**config.mk**
```make
export PLATFORM = sky130hd
export DESIGN_NAME = fft_acc_top
export DESIGN_NICKNAME = d
export VERILOG_FILES = /design/src/design/fft_acc_pkg.sv /design/src/design/butterfly_stage.sv /design/src/design/fft_acc_top.sv /design/src/design/noc_rx_decoder.sv /design/src/design/noc_tx_encoder.sv /design/src/design/sync_fifo.sv
export VERILOG_INCLUDE_DIRS = /design/src /design/src/design
export SDC_FILE = /design/constraint.sdc
export NUM_CORES = 2
export LEC_CHECK = 0
export ABC_CLOCK_PERIOD_IN_PS = 34000
export BUFFER_PORTS_ARGS = -buffer_cell sky130_fd_sc_hd__buf_4
export CORE_ASPECT_RATIO = 0.8
export CORE_MARGIN = 2
export CORE_UTILIZATION = 30
export CTS_CLUSTER_SIZE = 30
export DETAILED_ROUTE_END_ITERATION = 12
export SLEW_MARGIN = 25
export SYNTH_ARGS = -nofsm -noshare
export SYNTH_HDL_FRONTEND = slang
export SYNTH_SLANG_ARGS = --single-unit
```
**constraint.sdc**
```tcl
create_clock -name clk_ctrl -period 34 [get_ports clk_ctrl]
set_input_delay 1.7 -clock clk_ctrl [delete_from_list [all_inputs] [get_ports clk_ctrl]]
set_output_delay 1.7 -clock clk_ctrl [all_outputs]
set_load 0.02 [all_outputs]
```
**src/design/fft_acc_macros.svh**
```systemverilog
// Shared widths, depths, opcodes and header field positions; include wherever a constant is needed
`ifndef FFT_ACC_MACROS_SVH
`define FFT_ACC_MACROS_SVH

`define FFT_WORD_W          32            // Stream word and sample part
`define FFT_POINTS          8             // Complex samples per block
`define FFT_BLK_WORDS       16            // Re/Im words per block
`define FFT_HDR_FIFO_DEPTH  8
`define FFT_BLK_FIFO_DEPTH  4

`define FFT_OP_QPUT         3'd3
`define FFT_OP_MPUT         3'd4
`define FFT_CTRL_TOGGLE     32'h8000_0000 // Flips the accelerator enable
`define FFT_SZ_BASE         4             // Size code of a one-block packet

// Header field positions
`define FFT_HDR_LONG_BIT    28
`define FFT_HDR_OP_HI       27
`define FFT_HDR_OP_LO       25
`define FFT_HDR_SRC_HI      23
`define FFT_HDR_SRC_LO      18
`define FFT_HDR_SZ_HI       11
`define FFT_HDR_SZ_LO       8
`define FFT_HDR_RT_HI       9             // Second header word
`define FFT_HDR_RT_LO       8
`define FFT_HDR_LOW_HI      5
`define FFT_HDR_LOW_LO      0

`endif

```
**src/design/fft_acc_pkg.sv**
```systemverilog
// Vector types and FSM state encodings shared by the accelerator tile, compiled first
`include "fft_acc_macros.svh"

package fft_acc_pkg;

   typedef logic [`FFT_WORD_W-1:0]                  word_t;
   typedef logic [`FFT_BLK_WORDS*`FFT_WORD_W-1:0]   block_t;  // Word n at bits 32n and up
   typedef logic [`FFT_HDR_SRC_HI-`FFT_HDR_SRC_LO:0] node_id_t;
   typedef logic [`FFT_HDR_SZ_HI-`FFT_HDR_SZ_LO:0]   size_code_t;
   typedef logic [`FFT_HDR_RT_HI-`FFT_HDR_RT_LO:0]   route_t;
   typedef logic [7:0]                              blk_cnt_t;

   //////////////////////////////////////////////////
   // FSM states
   //////////////////////////////////////////////////

   typedef enum logic [2:0] {
      RX_IDLE,
      RX_HDR2,
      RX_DATA,
      RX_DISCARD,   // Long packet while disabled
      RX_CTRL
   } rx_state_t;

   typedef enum logic [2:0] {
      TX_IDLE,
      TX_HDR1,
      TX_HDR2,
      TX_DATA,
      TX_WAIT       // Next block not yet in the FIFO
   } tx_state_t;

endpackage

```
**src/design/butterfly_stage.sv**
```systemverilog
// Compute stage fed by the decoder that runs the first radix-2 DIF butterfly in two registers
`include "fft_acc_macros.svh"

module butterfly_stage import fft_acc_pkg::*; (
   input  logic   clk_ctrl,
   input  logic   clk_ctrl_rst_low,
   input  logic   blk_valid,
   input  block_t blk_data,
   output logic   res_valid,
   output block_t res_data
);

   localparam int W    = `FFT_WORD_W;
   localparam int HALF = `FFT_POINTS / 2;

   logic   s1_valid;
   block_t s1_data;

   // Re of sample k at word 2k and Im at word 2k+1
   function automatic word_t part_of(block_t blk, int idx);
      return blk[idx*W +: W];
   endfunction

   always_ff @(posedge clk_ctrl) begin
      if (!clk_ctrl_rst_low) begin
         s1_valid  <= 1'b0;
         res_valid <= 1'b0;
      end else begin
         s1_valid  <= blk_valid;
         res_valid <= s1_valid;
      end
   end

   //////////////////////////////////////////////////
   // Sum and difference of samples k and k+4
   //////////////////////////////////////////////////

   always_ff @(posedge clk_ctrl) begin
      s1_data <= blk_data;
      for (int k = 0; k < HALF; k++) begin
         for (int p = 0; p < 2; p++) begin
            res_data[(2*k+p)*W +: W] <=
               part_of(s1_data, 2*k+p) + part_of(s1_data, 2*(k+HALF)+p);
            res_data[(2*(k+HALF)+p)*W +: W] <=
               part_of(s1_data, 2*k+p) - part_of(s1_data, 2*(k+HALF)+p); // Wraps
         end
      end
   end

   // Sum plus difference gives twice the Re part of sample 0 two cycles back
   assert property (@(posedge clk_ctrl) disable iff (!clk_ctrl_rst_low)
      res_valid |-> (word_t'(part_of(res_data, 0) + part_of(res_data, 2*HALF))
                     == word_t'($past(part_of(blk_data, 0), 2) << 1)))
      else $error("butterfly result does not match the block two cycles earlier");

endmodule

```
**src/design/fft_acc_top.sv**
```systemverilog
// Accelerator tile top: decoder, butterfly stage, header and block FIFOs, encoder
`include "fft_acc_macros.svh"

module fft_acc_top import fft_acc_pkg::*; (
   input  logic     clk_ctrl,
   input  logic     clk_ctrl_rst_low,
   input  node_id_t src_tile,
   input  logic     in_valid,
   input  word_t    in_data,
   input  logic     in_last,
   output logic     in_ready,
   output logic     out_valid,
   output word_t    out_data,
   output logic     out_last,
   input  logic     out_ready
);

   logic   hdr_wr, hdr_rd, hdr_empty, hdr_almost_full;
   word_t  hdr_din, hdr_dout;
   logic   blk_valid, res_valid;
   block_t blk_data, res_data;
   logic   blk_rd, blk_empty, blk_almost_full;
   block_t blk_dout;

   //////////////////////////////////////////////////
   // Input path
   //////////////////////////////////////////////////

   noc_rx_decoder u_rx_decoder (
      .clk_ctrl        (clk_ctrl),
      .clk_ctrl_rst_low(clk_ctrl_rst_low),
      .src_tile        (src_tile),
      .in_valid        (in_valid),
      .in_data         (in_data),
      .in_last         (in_last),
      .hdr_almost_full (hdr_almost_full),
      .blk_almost_full (blk_almost_full),
      .in_ready        (in_ready),
      .hdr_wr          (hdr_wr),
      .hdr_din         (hdr_din),
      .blk_valid       (blk_valid),
      .blk_data        (blk_data)
   );

   butterfly_stage u_butterfly (
      .clk_ctrl        (clk_ctrl),
      .clk_ctrl_rst_low(clk_ctrl_rst_low),
      .blk_valid       (blk_valid),
      .blk_data        (blk_data),
      .res_valid       (res_valid),
      .res_data        (res_data)
   );

   sync_fifo #(.WIDTH($bits(word_t)), .DEPTH(`FFT_HDR_FIFO_DEPTH)) u_hdr_fifo (
      .clk_ctrl        (clk_ctrl),
      .clk_ctrl_rst_low(clk_ctrl_rst_low),
      .wr              (hdr_wr),
      .din             (hdr_din),
      .rd              (hdr_rd),
      .dout            (hdr_dout),
      .empty           (hdr_empty),
      .almost_full     (hdr_almost_full)
   );

   sync_fifo #(.WIDTH($bits(block_t)), .DEPTH(`FFT_BLK_FIFO_DEPTH)) u_blk_fifo (
      .clk_ctrl        (clk_ctrl),
      .clk_ctrl_rst_low(clk_ctrl_rst_low),
      .wr              (res_valid),    // Butterfly results push directly
      .din             (res_data),
      .rd              (blk_rd),
      .dout            (blk_dout),
      .empty           (blk_empty),
      .almost_full     (blk_almost_full)
   );

   // Output path
   noc_tx_encoder u_tx_encoder (
      .clk_ctrl        (clk_ctrl),
      .clk_ctrl_rst_low(clk_ctrl_rst_low),
      .out_ready       (out_ready),
      .hdr_dout        (hdr_dout),
      .hdr_empty       (hdr_empty),
      .blk_dout        (blk_dout),
      .blk_empty       (blk_empty),
      .out_valid       (out_valid),
      .out_data        (out_data),
      .out_last        (out_last),
      .hdr_rd          (hdr_rd),
      .blk_rd          (blk_rd)
   );

endmodule

```
**src/design/noc_rx_decoder.sv**
```systemverilog
// Tile input decoder instantiated by the top level that parses NoC headers and assembles blocks
`include "fft_acc_macros.svh"

module noc_rx_decoder import fft_acc_pkg::*; (
   input  logic     clk_ctrl,
   input  logic     clk_ctrl_rst_low,
   input  node_id_t src_tile,
   input  logic     in_valid,
   input  word_t    in_data,
   input  logic     in_last,
   input  logic     hdr_almost_full,
   input  logic     blk_almost_full,
   output logic     in_ready,
   output logic     hdr_wr,
   output word_t    hdr_din,
   output logic     blk_valid,
   output block_t   blk_data
);

   localparam int IDX_W = $clog2(`FFT_BLK_WORDS);
   localparam logic [IDX_W-1:0] IDX_LAST = IDX_W'(`FFT_BLK_WORDS - 1);

   rx_state_t        state;
   logic             acc_en;      // Toggled by control packets
   word_t            hdr1_q;      // First input header word
   word_t            hdr2_q;      // Second reply word pushed with the first data word
   logic             hdr2_pend;
   logic [IDX_W-1:0] word_idx;
   logic             xfer;
   route_t           route;
   size_code_t       sz_code;
   word_t            hdr1_out;
   word_t            hdr2_out;

   assign xfer    = in_valid & in_ready;
   assign route   = in_data[`FFT_HDR_RT_HI:`FFT_HDR_RT_LO];
   assign sz_code = hdr1_q[`FFT_HDR_SZ_HI:`FFT_HDR_SZ_LO];

   // Stall only at packet start or at the start of a later block
   always_comb begin
      case (state)
         RX_IDLE: in_ready = ~(hdr_almost_full | blk_almost_full);
         RX_DATA: in_ready = hdr2_pend | (word_idx != '0) | ~blk_almost_full;
         default: in_ready = 1'b1;
      endcase
   end

   //////////////////////////////////////////////////
   // Reply header rebuild on header word two
   //////////////////////////////////////////////////

   always_comb begin
      hdr1_out = '0;
      hdr2_out = '0;
      hdr1_out[`FFT_HDR_LONG_BIT]                = 1'b1;
      hdr1_out[`FFT_HDR_SRC_HI:`FFT_HDR_SRC_LO]  = src_tile;
      hdr1_out[`FFT_HDR_SZ_HI:`FFT_HDR_SZ_LO]    = sz_code;
      case (route)
         2'b01: begin // Forward back to the source
            hdr1_out[`FFT_HDR_OP_HI:`FFT_HDR_OP_LO]   = `FFT_OP_MPUT;
            hdr1_out[`FFT_HDR_LOW_HI:`FFT_HDR_LOW_LO] = in_data[`FFT_HDR_LOW_HI:`FFT_HDR_LOW_LO];
            hdr2_out[`FFT_HDR_RT_HI:`FFT_HDR_RT_LO]   = 2'b10;
            hdr2_out[`FFT_HDR_LOW_HI:`FFT_HDR_LOW_LO] = hdr1_q[`FFT_HDR_SRC_HI:`FFT_HDR_SRC_LO];
         end
         2'b10: begin // Final send
            hdr1_out[`FFT_HDR_OP_HI:`FFT_HDR_OP_LO]   = `FFT_OP_QPUT;
            hdr1_out[`FFT_HDR_LOW_HI:`FFT_HDR_LOW_LO] = in_data[`FFT_HDR_LOW_HI:`FFT_HDR_LOW_LO];
         end
         default: begin
            hdr1_out[`FFT_HDR_OP_HI:`FFT_HDR_OP_LO]   = `FFT_OP_MPUT; // Loop with low field zero
         end
      endcase
   end

   assign hdr_wr  = xfer & ((state == RX_HDR2) | ((state == RX_DATA) & hdr2_pend));
   assign hdr_din = (state == RX_HDR2) ? hdr1_out : hdr2_q;

   //////////////////////////////////////////////////
   // Packet FSM
   //////////////////////////////////////////////////

   always_ff @(posedge clk_ctrl) begin
      if (!clk_ctrl_rst_low) begin
         state     <= RX_IDLE;
         acc_en    <= 1'b0;
         hdr2_pend <= 1'b0;
         word_idx  <= '0;
         blk_valid <= 1'b0;
      end else begin
         blk_valid <= 1'b0;
         if (xfer) begin
            case (state)
               RX_IDLE: begin
                  if (!in_data[`FFT_HDR_LONG_BIT])
                     state <= RX_CTRL;
                  else if (acc_en)
                     state <= RX_HDR2;
                  else if (!in_last)
                     state <= RX_DISCARD;   // Drop the whole packet
               end
               RX_HDR2: begin
                  hdr2_pend <= 1'b1;
                  word_idx  <= '0;
                  state     <= RX_DATA;
               end
               RX_DATA: begin
                  hdr2_pend <= 1'b0;
                  word_idx  <= word_idx + 1'b1;  // Wraps to the next block
                  if (word_idx == IDX_LAST) begin
                     blk_valid <= 1'b1;
                     if (in_last)
                        state <= RX_IDLE;
                  end
               end
               RX_DISCARD: begin
                  if (in_last)
                     state <= RX_IDLE;
               end
               RX_CTRL: begin
                  if (in_data == `FFT_CTRL_TOGGLE)
                     acc_en <= ~acc_en;
                  state <= RX_IDLE;
               end
               default: state <= RX_IDLE;
            endcase
         end
      end
   end

   // Header and sample capture
   always_ff @(posedge clk_ctrl) begin
      if (xfer && state == RX_IDLE)
         hdr1_q <= in_data;
      if (xfer && state == RX_HDR2)
         hdr2_q <= hdr2_out;
      if (xfer && state == RX_DATA)
         blk_data[word_idx*`FFT_WORD_W +: `FFT_WORD_W] <= in_data;
   end

   // The first header push of a packet finds the header FIFO below almost full
   assert property (@(posedge clk_ctrl) disable iff (!clk_ctrl_rst_low)
      (hdr_wr && state == RX_HDR2) |-> !hdr_almost_full)
      else $error("header push into an almost full header FIFO at packet start");

endmodule

```
**src/design/noc_tx_encoder.sv**
```systemverilog
// Output side of the tile: sends the two reply header words, then serializes each result block
`include "fft_acc_macros.svh"

module noc_tx_encoder import fft_acc_pkg::*; (
   input  logic   clk_ctrl,
   input  logic   clk_ctrl_rst_low,
   input  logic   out_ready,
   input  word_t  hdr_dout,
   input  logic   hdr_empty,
   input  block_t blk_dout,
   input  logic   blk_empty,
   output logic   out_valid,
   output word_t  out_data,
   output logic   out_last,
   output logic   hdr_rd,
   output logic   blk_rd
);

   localparam int IDX_W = $clog2(`FFT_BLK_WORDS);
   localparam logic [IDX_W-1:0] IDX_LAST = IDX_W'(`FFT_BLK_WORDS - 1);

   tx_state_t        state;
   blk_cnt_t         blk_cnt;     // Blocks still to send
   logic [IDX_W-1:0] word_idx;
   size_code_t       sz_code;
   logic             last_word;

   assign sz_code   = hdr_dout[`FFT_HDR_SZ_HI:`FFT_HDR_SZ_LO];
   assign last_word = (word_idx == IDX_LAST);

   // Outputs follow the state only, so they hold while out_ready is low
   always_comb begin
      out_valid = 1'b0;
      out_data  = '0;
      out_last  = 1'b0;
      hdr_rd    = 1'b0;
      blk_rd    = 1'b0;
      case (state)
         TX_HDR1, TX_HDR2: begin
            out_valid = 1'b1;
            out_data  = hdr_dout;
            hdr_rd    = out_ready;
         end
         TX_DATA: begin
            out_valid = 1'b1;
            out_data  = blk_dout[word_idx*`FFT_WORD_W +: `FFT_WORD_W];
            out_last  = last_word & (blk_cnt == blk_cnt_t'(1));
            blk_rd    = out_ready & last_word;  // Block done
         end
         default: ;
      endcase
   end

   //////////////////////////////////////////////////
   // Packet FSM
   //////////////////////////////////////////////////

   always_ff @(posedge clk_ctrl) begin
      if (!clk_ctrl_rst_low) begin
         state    <= TX_IDLE;
         blk_cnt  <= '0;
         word_idx <= '0;
      end else begin
         case (state)
            TX_IDLE: begin
               if (!hdr_empty && !blk_empty)
                  state <= TX_HDR1;
            end
            TX_HDR1: begin
               if (out_ready) begin
                  blk_cnt <= blk_cnt_t'(1) << (sz_code - `FFT_SZ_BASE);
                  state   <= TX_HDR2;
               end
            end
            TX_HDR2: begin
               if (out_ready) begin
                  word_idx <= '0;
                  state    <= TX_DATA;
               end
            end
            TX_DATA: begin
               if (out_ready) begin
                  word_idx <= word_idx + 1'b1;
                  if (last_word) begin
                     blk_cnt <= blk_cnt - 1'b1;
                     state   <= (blk_cnt == blk_cnt_t'(1)) ? TX_IDLE : TX_WAIT;
                  end
               end
            end
            TX_WAIT: begin
               if (!blk_empty)
                  state <= TX_DATA;
            end
            default: state <= TX_IDLE;
         endcase
      end
   end

endmodule

```
**src/design/sync_fifo.sv**
```systemverilog
// Show-ahead single-clock FIFO with almost-full flag, used for reply headers and result blocks
module sync_fifo #(
   parameter int WIDTH = 32,
   parameter int DEPTH = 8     // Power of two
)(
   input  logic             clk_ctrl,
   input  logic             clk_ctrl_rst_low,
   input  logic             wr,
   input  logic [WIDTH-1:0] din,
   input  logic             rd,
   output logic [WIDTH-1:0] dout,
   output logic             empty,
   output logic             almost_full
);

   localparam int PTR_W    = $clog2(DEPTH);
   localparam int AF_LEVEL = DEPTH - DEPTH / 4;   // Three quarters full

   logic [WIDTH-1:0] mem [DEPTH];
   logic [PTR_W-1:0] wr_ptr;
   logic [PTR_W-1:0] rd_ptr;
   logic [PTR_W:0]   count;
   logic             full;

   assign dout        = mem[rd_ptr];  // Oldest entry, visible before the pop
   assign empty       = (count == '0);
   assign full        = (count == (PTR_W+1)'(DEPTH));
   assign almost_full = (count >= (PTR_W+1)'(AF_LEVEL));

   always_ff @(posedge clk_ctrl) begin
      if (!clk_ctrl_rst_low) begin
         wr_ptr <= '0;
         rd_ptr <= '0;
         count  <= '0;
      end else begin
         if (wr)
            wr_ptr <= wr_ptr + 1'b1;
         if (rd)
            rd_ptr <= rd_ptr + 1'b1;
         case ({wr, rd})
            2'b10:   count <= count + 1'b1;
            2'b01:   count <= count - 1'b1;
            default: count <= count;
         endcase
      end
   end

   always_ff @(posedge clk_ctrl) begin
      if (wr)
         mem[wr_ptr] <= din;
   end

   //////////////////////////////////////////////////
   // Overflow and underflow
   //////////////////////////////////////////////////

   assert property (@(posedge clk_ctrl) disable iff (!clk_ctrl_rst_low) !(wr && full))
      else $error("push into full FIFO");

   assert property (@(posedge clk_ctrl) disable iff (!clk_ctrl_rst_low) !(rd && empty))
      else $error("pop from empty FIFO");

endmodule

```
==> results.yml <==
drt:
  first_iter_violations: 10640
  via_per_inst: 4.961
  dr.pass1.iters: 6
  drc: 0
  routed_wirelength_mm: 422.7
  post_drt_wl_per_cell_um: 24.91
  num_vias: 84160
  antenna_left: 0
sta:
  finalMaxSlewViolations: 0
  setup_tns_ps: 0
  finalClockSkew_ps: 86.60
  setup_violations: 0
  tightest_slew_ps: 1150
  hold_viol: 0
  max_freq_mhz: 114.3
  fin_crit_ps: 8747
  final.period_utilization: 0.2573
  setup_ws_ps: 25250
  max_slew_margin: 0.2251
  rsz0062_at_grt: "false"
layout:
  drive_above_1_share: 0.1632
  final_common_cell: "edfxtp_1"
  area_growth_pct: 14.40
  layout.nets: 10440
  final_area_um2: 172500
  final_cells: 16970
  mostFrequentLayoutCells: "edfxtp_1 (2697), dfxtp_1 (1058), nor2_1 (684), mux4_2 (654), inv_1 (522)"
clock_tree:
  cts_root_buf: "clkbuf_16"
  htreeDepth: 5
  clock_sinks: 3762
  cts_setup_buffers: 0
  clkTransAtPathRegs_ps: 70
  post_cts_resize_count: 0
  cts_hold_repair.buffers: 0
  cts-buffers-inserted: 362
  clk_path_buf_depth: 4
  cts_tree: "yes"
  clk_latency_ps: 950
yosys:
  synthesis.area_um2: 150800
  ys_warn_count: 0
  synthFlopType: "edfxtp_1"
  synth.net_count: 10270
  seq_area_frac_synth: 0.6784
  synthArstFlopShare: 0
  synth_edf_count: 2697
  ys_ff_latch: 3762
  synth_cell_type_count: 109
  postSynthAreaPerCell_um2: 15.56
  synthCells: 9695
critical_path:
  end_kind: "primary output"
  critical_path_arrival_ps: 7050
  crit_path_max_fanout: 57
  path_cells: "buf_4 -> buf_4 -> buf_4 -> buf_4 -> mux4_2 -> mux4_2 -> a31oi_1 -> nand3_1 -> buf_4"
  crit_type: "flop to primary output"
  critPathMaxStageDelay_ps: 820
  crit_slowest_cell: "nand3_1"
  critPathRequiredTime_ps: 32300
  worstSetupStartpointType: "flop"
  cp_common_cell: "buf_4"
power:
  power.total_uw: 9180
  power_per_cell_area_nw_per_um2: 53.21
  ir_drop_mv: 0.04230
  p_leak_uw: 0.05938
global_route:
  grt_max_degree: 122
  antenna_found_initial: 87
  grt_pass1_wl_mm: 593.5
  grt_pass1_vias: 79720
  grt-ovfl-total: 0
  grtUsageTotal: 0.1606
place:
  dp_worst_setup_slack_ps: 26200
  placed_cell_area_um2: 159700
  place_congestion: 0.9371
  hpwl_mm: 297.5
  place_inst: 16170
  port_buffers: 77
die:
  die_w_um: 796.7
  initial_core_util: 0.3017
  ios: 78
  coreArea_um2: 499900
  die-area_um2: 508400
  die_h_um: 638.2
  rows: 232
job:
  max_cap_violations: 0
hold_path:
  min_path_type: "flop to flop"
outcome:
  status: "complete, no violations"
==> stage by stage <==
step | hold WS (ps) | util
after floorplan | 323.3 | -
after global placement | 323.2 | 0.3193
after detailed placement | 326.9 | 0.3194
after CTS | 290.1 | 0.3444
after global routing | 300.8 | 0.3450
final | 300.0 | 0.3451
==> worst max-delay path: cells and delay by family (launching register included) <==
family	cells	cell delay, ps
buf+inv	5	3240
mux	2	910
simple gates	1	820
flops	1	730
compound gates	1	190
==> logic make-up (layout without fill, tap and decap cells) <==
kind of cell | after synthesis | count (layout) | share of synthesized area
XOR/XNOR | 467 | 467 | 0.02712
adder cells (fa/ha/maj) | 533 | 533 | 0.04507
buffers and inverters | 980 | 1454 | 0.02565
AO/OA/AOI/OAI | 1405 | 1405 | 0.06227
AND/OR/NAND/NOR | 1803 | 1803 | 0.05769
flip-flops | 3762 | 3762 | 0.6784
other | 0 | 128 | 0
multiplexers | 745 | 745 | 0.1038
==> sequential cells by signal (all words and copies together) (netlist names), 2 cells and up, named ones only <==
signal and cells:
u_blk_fifo.count 3, u_blk_fifo.mem 2016, u_blk_fifo.rd_ptr 2, u_blk_fifo.wr_ptr 2, u_butterfly.res_data 504, u_butterfly.s1_data 512
u_hdr_fifo.count 4, u_hdr_fifo.mem 152, u_hdr_fifo.rd_ptr 3, u_hdr_fifo.wr_ptr 3, u_rx_decoder.blk_data 512, u_rx_decoder.hdr1_q 10
u_rx_decoder.hdr2_q 7, u_rx_decoder.state 3, u_rx_decoder.word_idx 4, u_tx_encoder.blk_cnt 8, u_tx_encoder.state 3, u_tx_encoder.word_idx 4
==> cell type report <==
cell class	count	area (um^2)
multi-input combinational	4953	45060
fill	47520	327300
clock buffer	483	10170
tap	6669	8344
antenna	128	320.3
timing repair buffer	247	1969
inverter	535	2011
clock inverter	189	2311
sequential	3762	102300
==> where the power goes <==
part	internal (uW)	switching, uW
clock network	2410	1790
logic	22.9	72.6
registers	4870	10.8
total	7310	1870
==> path summary, 6_finish.rpt <==
path	start	endpoint	slack, ps	cells after the start
max reg2reg	u_butterfly.s1_data[32]	u_butterfly.res_data[62]	28820	12
max	flop	out_data[27]	25250	9
min	u_rx_decoder.blk_data[500]	u_butterfly.s1_data[500]	300	0
min reg2reg	u_rx_decoder.blk_data[500]	u_butterfly.s1_data[500]	300	0
==> cell usage after synthesis (79+ instances only) <==
cell type | n | area share
o21ai_0 | 183 | 0.0061
inv_1 | 523 | 0.013
nor2_1 | 711 | 0.018
ha_1 | 516 | 0.043
a21oi_1 | 489 | 0.016
and2_1 | 285 | 0.012
clkbuf_1 | 295 | 0.0073
nor3_1 | 126 | 0.0042
dfxtp_1 | 1065 | 0.14
edfxtp_1 | 2697 | 0.54
a21o_1 | 88 | 0.0044
buf_2 | 89 | 0.0030
xnor2_1 | 388 | 0.023
mux2i_1 | 80 | 0.0053
mux4_2 | 654 | 0.098
nand2_1 | 277 | 0.0069
o21bai_1 | 135 | 0.0067
xor2_1 | 79 | 0.0046
==> layer usage <==
metal  global-route usage  routed length (um)
met1               0.2352              187000
met2               0.2375              185400
met3              0.03252               37510
met4              0.05276               12600
met5             0.002358                 218
Power figures use the tool's default switching activity.
